[config.mk]
export PLATFORM = sky130hd
export DESIGN_NAME = squeeze_top
export DESIGN_NICKNAME = d
export VERILOG_FILES = /design/src/design/squeeze_pkg.sv /design/src/design/coef_rom.sv /design/src/design/mac_lane.sv /design/src/design/requant.sv /design/src/design/squeeze_ctrl.sv /design/src/design/squeeze_top.sv
export VERILOG_INCLUDE_DIRS = /design/src /design/src/design
export SDC_FILE = /design/constraint.sdc
export NUM_CORES = 1
export LEC_CHECK = 0
export BUFFER_PORTS_ARGS = -buffer_cell sky130_fd_sc_hd__buf_2
export CORE_MARGIN = 1
export CORE_UTILIZATION = 59
export DETAILED_ROUTE_END_ITERATION = 6
export GPL_ROUTABILITY_DRIVEN = 1
export GPL_TIMING_DRIVEN = 0
export HOLD_SLACK_MARGIN = 0.1
export PLACE_DENSITY = 0.75
export SYNTH_ARGS = -nofsm -noshare
export SYNTH_HDL_FRONTEND = slang
export SYNTH_SLANG_ARGS = --single-unit
[constraint.sdc]
create_clock -name clk -period 7.4 [get_ports clk]
set_clock_uncertainty 0.1 [all_clocks]
set_input_delay 1.85 -clock clk [delete_from_list [all_inputs] [get_ports clk]]
set_output_delay 1.85 -clock clk [all_outputs]
set_load 0.01 [all_outputs]
[src/design/squeeze_params.svh]
/*
 * Sizing macros for the fire squeeze stage
 * Pixel width, lane count, channel count, map width, requant shift
 */
`ifndef SQUEEZE_PARAMS_SVH
`define SQUEEZE_PARAMS_SVH

// Pixel and weight width in bits
`define SQZ_WIDTH 16

// Parallel output channels, one MAC lane each
`define SQZ_LANES 4

// Input channels summed per output pixel
`define SQZ_CHIN 8

// Output map is SQZ_WOUT x SQZ_WOUT pixels
`define SQZ_WOUT 3

// Fraction bits dropped when going back to pixel width
`define SQZ_FRAC 14

`endif

[src/design/squeeze_pkg.sv]
/*
 * Shared types for the squeeze stage
 * Coefficient formulas for weights and biases
 */
`include "squeeze_params.svh"

package squeeze_pkg;

	// Address width, never below one bit
	localparam int CHAN_AW = (`SQZ_CHIN > 1) ? $clog2(`SQZ_CHIN) : 1;

	typedef logic signed [`SQZ_WIDTH-1:0]   pix_t;
	typedef logic signed [2*`SQZ_WIDTH-1:0] acc_t;
	typedef logic [CHAN_AW-1:0]             chan_addr_t;

	// Weight in Q2.14, small multiples of 1/16
	function automatic pix_t weight_of(input int lane, input int chan);
		int raw;
		raw = ((lane * 7 + chan * 3 + 2) % 13) - 6;
		return pix_t'(raw * 1024);
	endfunction

	// Bias already aligned to the accumulator fraction
	function automatic acc_t bias_of(input int lane);
		int raw;
		raw = ((lane * 5 + 1) % 7) - 3;
		return acc_t'(raw * 4 * (1 << `SQZ_FRAC));
	endfunction

endpackage

[src/design/coef_rom.sv]
/*
 * Coefficient store for all lanes
 * Registered weights per channel address, constant biases
 */
`timescale 1ns/10ps
`include "squeeze_params.svh"

module coef_rom import squeeze_pkg::*; (
	input  logic       clk,
	input  logic       arst_n,
	input  chan_addr_t addr,
	output pix_t       weights [`SQZ_LANES],
	output acc_t       biases [`SQZ_LANES]
);

	// Flat weight table, one row per lane
	pix_t w_tab [`SQZ_LANES][`SQZ_CHIN];

	genvar l, c;
	generate
		for (l = 0; l < `SQZ_LANES; l++) begin : g_lane
			for (c = 0; c < `SQZ_CHIN; c++) begin : g_chan
				assign w_tab[l][c] = weight_of(l, c);
			end
			// Biases never change during a layer
			assign biases[l] = bias_of(l);
		end
	endgenerate

	//////////////////////////////////////////////////
	// Weight read register
	//////////////////////////////////////////////////
	// One cycle read, lines up with the second pixel delay stage
	always_ff @(posedge clk or negedge arst_n) begin
		if (!arst_n) begin
			for (int i = 0; i < `SQZ_LANES; i++) begin
				weights[i] <= '0;
			end
		end else begin
			for (int i = 0; i < `SQZ_LANES; i++) begin
				weights[i] <= w_tab[i][addr];
			end
		end
	end

endmodule

[src/design/mac_lane.sv]
/*
 * Single signed multiply-accumulate lane
 * Clear pulse restarts the sum from the current product
 */
`timescale 1ns/10ps

module mac_lane import squeeze_pkg::*; (
	input  logic clk,
	input  logic arst_n,
	input  logic clr,
	input  logic lane_en,
	input  pix_t pix,
	input  pix_t weight,
	output acc_t sum
);

	// Full precision product
	acc_t prod;

	// Both operands signed, result sign extended to 2x width
	assign prod = pix * weight;

	//////////////////////////////////////////////////
	// Accumulator
	//////////////////////////////////////////////////
	// clr marks the cycle where sum holds a finished pixel
	// The first channel of the next pixel may already be here
	always_ff @(posedge clk or negedge arst_n) begin
		if (!arst_n) begin
			sum <= '0;
		end else if (clr) begin
			// Start next pixel, no cycle lost
			if (lane_en) begin
				sum <= prod;
			end else begin
				sum <= '0;
			end
		end else if (lane_en) begin
			sum <= sum + prod;
		end
		// Otherwise hold during input pauses
	end

endmodule

[src/design/requant.sv]
/*
 * Output stage, bias add, ReLU and slicing back to pixel width
 * Registers the vector on clr and raises sample
 */
`timescale 1ns/10ps
`include "squeeze_params.svh"

module requant import squeeze_pkg::*; (
	input  logic clk,
	input  logic arst_n,
	input  logic clr,
	input  acc_t sums [`SQZ_LANES],
	input  acc_t biases [`SQZ_LANES],
	output pix_t ofm [`SQZ_LANES],
	output logic sample
);

	acc_t biased [`SQZ_LANES];
	pix_t q      [`SQZ_LANES];

	//////////////////////////////////////////////////
	// Bias, ReLU, slice
	//////////////////////////////////////////////////
	always_comb begin
		for (int i = 0; i < `SQZ_LANES; i++) begin
			biased[i] = sums[i] + biases[i];
			// Negative result clamps to zero
			if (biased[i][2*`SQZ_WIDTH-1]) begin
				q[i] = '0;
			end else begin
				// Sign forced low, upper bits dropped
				q[i] = {1'b0, biased[i][`SQZ_FRAC+`SQZ_WIDTH-2:`SQZ_FRAC]};
			end
		end
	end

	// Output vector, only loaded when a pixel completes
	always_ff @(posedge clk or negedge arst_n) begin
		if (!arst_n) begin
			for (int i = 0; i < `SQZ_LANES; i++) begin
				ofm[i] <= '0;
			end
		end else if (clr) begin
			ofm <= q;
		end
	end

	// Strobe in the same cycle as the new vector
	always_ff @(posedge clk or negedge arst_n) begin
		if (!arst_n) begin
			sample <= 1'b0;
		end else begin
			sample <= clr;
		end
	end

endmodule

[src/design/squeeze_ctrl.sv]
/*
 * Sequencer for the squeeze stage
 * Input delay line, channel address, clear pulse, pixel count, layer done
 */
`timescale 1ns/10ps
`include "squeeze_params.svh"

module squeeze_ctrl import squeeze_pkg::*; (
	input  logic       clk,
	input  logic       arst_n,
	input  logic       en,
	input  pix_t       ifm,
	input  logic       ram_feedback,
	output pix_t       pix_d,
	output logic       lane_en,
	output chan_addr_t addr,
	output logic       clr,
	output logic       finish
);

	// Pixels in one layer
	localparam int NPIX   = `SQZ_WOUT * `SQZ_WOUT;
	localparam int PIX_CW = $clog2(NPIX + 1);
	// Address of the final channel of a pixel
	localparam chan_addr_t LAST_CHAN = chan_addr_t'(`SQZ_CHIN - 1);

	// First delay stage
	logic en_d1;
	pix_t pix_d1;

	// Channel wrap seen, one cycle ahead of clr
	logic wrap;
	logic last_chan;

	// Layer progress
	logic [PIX_CW-1:0] pix_cnt;
	logic              layer_end;
	logic              fb_seen;

	//////////////////////////////////////////////////
	// Enable and pixel delay line
	//////////////////////////////////////////////////
	// Two stages so data meets the registered weight
	always_ff @(posedge clk or negedge arst_n) begin
		if (!arst_n) begin
			en_d1   <= 1'b0;
			lane_en <= 1'b0;
		end else begin
			en_d1   <= en;
			lane_en <= en_d1;
		end
	end

	// Pixel delay stages
	always_ff @(posedge clk or negedge arst_n) begin
		if (!arst_n) begin
			pix_d1 <= '0;
			pix_d  <= '0;
		end else begin
			pix_d1 <= ifm;
			pix_d  <= pix_d1;
		end
	end

	//////////////////////////////////////////////////
	// Channel address counter
	//////////////////////////////////////////////////
	// Address moves with the first delay stage
	// so coef_rom output lands with pix_d
	assign last_chan = en_d1 && (addr == LAST_CHAN);

	always_ff @(posedge clk or negedge arst_n) begin
		if (!arst_n) begin
			addr <= '0;
		end else if (last_chan) begin
			// Back to channel zero for the next pixel
			addr <= '0;
		end else if (en_d1) begin
			addr <= addr + 1'b1;
		end
	end

	//////////////////////////////////////////////////
	// Clear pulse
	//////////////////////////////////////////////////
	// wrap goes high as the last channel enters the lanes
	// clr follows one cycle later, once that product is in the sum
	always_ff @(posedge clk or negedge arst_n) begin
		if (!arst_n) begin
			wrap <= 1'b0;
			clr  <= 1'b0;
		end else begin
			wrap <= last_chan;
			clr  <= wrap;
		end
	end

	//////////////////////////////////////////////////
	// Pixel counter and layer end
	//////////////////////////////////////////////////
	// Counts clear pulses, saturates at the end of the map
	always_ff @(posedge clk or negedge arst_n) begin
		if (!arst_n) begin
			pix_cnt   <= '0;
			layer_end <= 1'b0;
		end else if (clr && !layer_end) begin
			pix_cnt <= pix_cnt + 1'b1;
			// Last pixel of the map
			if (pix_cnt == PIX_CW'(NPIX - 1)) begin
				layer_end <= 1'b1;
			end
		end
	end

	// Sticky ack from downstream memory
	always_ff @(posedge clk or negedge arst_n) begin
		if (!arst_n) begin
			fb_seen <= 1'b0;
		end else if (ram_feedback) begin
			fb_seen <= 1'b1;
		end
	end

	// Done until memory acks, then low until next reset
	assign finish = layer_end && !fb_seen;

endmodule

[src/design/squeeze_top.sv]
/*
 * Squeeze stage top level
 * Controller, coefficient store, lane array and requantiser
 */
`timescale 1ns/10ps
`include "squeeze_params.svh"

module squeeze_top import squeeze_pkg::*; (
	input  logic clk,
	input  logic arst_n,
	input  logic en,
	input  pix_t ifm,
	input  logic ram_feedback,
	output pix_t ofm [`SQZ_LANES],
	output logic sample,
	output logic finish
);

	pix_t       pix_d;
	logic       lane_en;
	chan_addr_t addr;
	logic       clr;
	pix_t       weights [`SQZ_LANES];
	acc_t       biases  [`SQZ_LANES];
	acc_t       sums    [`SQZ_LANES];

	squeeze_ctrl ctrl_i (
		.clk          (clk),
		.arst_n       (arst_n),
		.en           (en),
		.ifm          (ifm),
		.ram_feedback (ram_feedback),
		.pix_d        (pix_d),
		.lane_en      (lane_en),
		.addr         (addr),
		.clr          (clr),
		.finish       (finish)
	);

	coef_rom rom_i (
		.clk     (clk),
		.arst_n  (arst_n),
		.addr    (addr),
		.weights (weights),
		.biases  (biases)
	);

	// One lane per output channel, all share the pixel
	genvar l;
	generate
		for (l = 0; l < `SQZ_LANES; l++) begin : g_mac
			mac_lane mac_i (
				.clk     (clk),
				.arst_n  (arst_n),
				.clr     (clr),
				.lane_en (lane_en),
				.pix     (pix_d),
				.weight  (weights[l]),
				.sum     (sums[l])
			);
		end
	endgenerate

	requant rq_i (
		.clk    (clk),
		.arst_n (arst_n),
		.clr    (clr),
		.sums   (sums),
		.biases (biases),
		.ofm    (ofm),
		.sample (sample)
	);

endmodule

==> results_dict.tcl <==
set metrics [dict create \
    hold_violations 0 \
    grt-ovfl-total 0 \
    drc_errors 0 \
    dr_total_vias 21500 \
    via_per_inst 5.95 \
    finalSetupTns_ns 0 \
    fmax_mhz 139 \
    place_area_um2 27800 \
    ys_seq_area_share_pct 19.8 \
    cts_buffers 27 \
    met2_usage_pct 52.2 \
    layout.nets 3666 \
    synthCells 2867 \
    port_buffers 81 \
    first_pass_iters 5 \
    multi_input_area_um2 20100 \
    rsz0062_at_grt "true" \
    netlist_area_um2 26600 \
    first_global_vias 22000 \
    drtIter0Drc 1494 \
    holdWs_ns 0.245 \
    dp.final_hpwl_um 55700 \
    r2r_slack_ns 0.20 \
    slew_violations 0 \
    cts_buffer_depth 3 \
    setup_viol_count_final 0 \
    timing.rr.end "g_mac[2].mac_i.sum[30]" \
    cp_max_fo 5 \
    wl_per_cell_um 19.4 \
    gp_congestion 0.981 \
    cp.arrival_ns 7.54 \
    core_um2 44300 \
    ff_latch_area_um2 5270 \
    dieWidth_um 214 \
    ys.flop_type "dfrtp_1" \
    worst_r2r_startpoint "ctrl_i.pix_d[4]" \
    fin_area_um2 29300 \
    worstMarginPinSlew_ns 1.19 \
    crit_required_ns 7.74 \
    clk_pin_slew_ns 0.06 \
    die_y_um 214 \
    clock_sinks 210 \
    ant_nets 0 \
    area_delta_synth_final_pct 10.1 \
    fin_util_pct 66.0 \
    grt.met3_usage_pct 3.72 \
    final_cell_mix "ha_1, inv_1, and2_1" \
    avgSynthCellArea_um2 9.27 \
    cp-startpoint "ctrl_i.pix_d[4]" \
    period_minus_slack_ns 7.20 \
    grt-busiest-layer "met2" \
    yosys_warnings 0 \
    final_common_cell "ha_1" \
    cap_violations 0 \
    antenna_found_initial 1 \
    synth.ff_latch_count 210 \
    worstSkewPairLatency_ns 0.57 \
    synth_cell_type_count 71 \
    use_met1_pct 39.2 \
    start_util_pct 60.0 \
    htreeDepth 1 \
    grt_first_pass_wirelength_um 113000 \
    drive_gt1_share_pct 9.05 \
    nFillCells 3559 \
    cts_tree "built" \
    synth-edff-count 0 \
    endpoint "g_mac[2].mac_i.sum[30]" \
    hold_class "flop to flop" \
    critical_path.endpoint_type "flop" \
    grt_usage_pct 30.6 \
    die_area_um2 45900 \
    synth_async_sr_flop_share_pct 100 \
    crit_type "flop to flop" \
    cts_root_buf "clkbuf_16" \
    pin_count 86 \
    rows 77 \
    fin_crit_sh_pct 97.3 \
    grt_start_max_net_pins 112 \
    cp-start-kind "flop" \
    status "completed" \
    wl_um 69900 \
    reg2regPathDepth 25 \
    slew_headroom_pct 18.7 \
]
[cells by family (layout without fill, tap and decap cells)]
group / Yosys count / after routing / share of synthesized area (%)
simple gates: 806 / 806 / 15.4
fa+ha+maj: 650 / 650 / 37.6
compound gates: 567 / 567 / 14.0
buf+inv: 417 / 562 / 5.97
flops: 210 / 210 / 19.8
xor+xnor: 193 / 193 / 6.36
mux: 23 / 23 / 0.895
other cells: 1 / 6 / 0.0141
[through the flow]
step,instances,setup slack [ns]
after detailed placement,3544,-0.715
after CTS,3595,0.0122
after global routing,3607,-0.0734
final,3609,0.203
after floorplan,2870,0.511
after global placement,3543,-0.598
[layout make-up]
type	count	share of cell area (%)
Clock inverter	14	0.654
Buffer	111	1.80
Tap cell	592	2.53
Timing Repair Buffer	99	1.95
Sequential cell	210	18.0
Antenna cell	2	0.0171
Clock buffer	34	2.54
Inverter	304	3.90
Multi-Input combinational cell	2243	68.6
[worst max-delay path: stages, from the launching register on]
cell,delay [ns]
dfrtp_1,0.40
buf_4,0.15
xnor2_2,0.38
xor2_1,0.52
and2_1,0.25
fa_1,0.43
fa_1,0.49
ha_1,0.32
ha_1,0.31
ha_1,0.33
ha_1,0.33
a211o_1,0.30
o211ai_1,0.14
a21oi_2,0.13
o21ai_0,0.23
nand2b_1,0.12
a21oi_1,0.22
xnor2_1,0.29
ha_1,0.39
o21ai_0,0.09
o21ai_0,0.10
a31oi_1,0.28
a211oi_2,0.15
a31oi_1,0.22
xnor2_1,0.09
a221o_1,0.29
[per-layer routing]
metal,vias up,wire (um)
li1,9917,-
met1,10700,28800
met2,710,34000
met3,176,4100
met4,0,3010
met5,-,0
[state kept, by name, indices dropped and copies added (netlist names)]
name              count
g_mac.mac_i.sum      88
rq_i.ofm             60
ctrl_i.pix_d1        16
ctrl_i.pix_d         16
rom_i.weights        16
ctrl_i.pix_cnt        4
ctrl_i.addr           3
ctrl_i.clr            1
ctrl_i.en_d1          1
ctrl_i.fb_seen        1
ctrl_i.lane_en        1
ctrl_i.layer_end      1
ctrl_i.wrap           1
rq_i.sample           1
[how the worst min path moves through the flow]
stage	cells after the start	to	slack [ns]	startpoint
finish	0	ctrl_i.pix_d[14]	0.25	ctrl_i.pix_d1[14]
global route	0	ctrl_i.pix_d[12]	0.25	ctrl_i.pix_d1[12]
CTS	0	ctrl_i.pix_d[14]	0.25	ctrl_i.pix_d1[14]
detailed placement	0	ctrl_i.pix_d[6]	0.23	ctrl_i.pix_d1[6]
global placement	0	ctrl_i.pix_d[2]	0.23	ctrl_i.pix_d1[2]
floorplan	0	ctrl_i.clr	0.23	ctrl_i.wrap
[Yosys cell counts (all sizes together) (30+ instances only)]
master / number / area [um2]
ha: 402 / 5030
inv: 302 / 1130
and2: 260 / 1630
fa: 248 / 4960
dfrtp: 210 / 5260
nand2: 192 / 721
nor2: 169 / 634
a21oi: 160 / 808
o21ai: 141 / 709
xnor2: 137 / 1200
clkbuf: 102 / 383
o2bb2ai: 56 / 490
xor2: 56 / 490
a21o: 49 / 368
nor3: 36 / 190
nand3: 30 / 150
[repair_timing]
item / in CTS / in global routing
hold buffers: 0 / 0
pin swaps: 4 / 18
resized for setup: 34 / 119
setup buffers: 4 / 13
setup endpoints to repair: 29 / 23
Power is not shown: default switching activity piles up to over one toggle a cycle in this logic, so the estimate is an artifact.
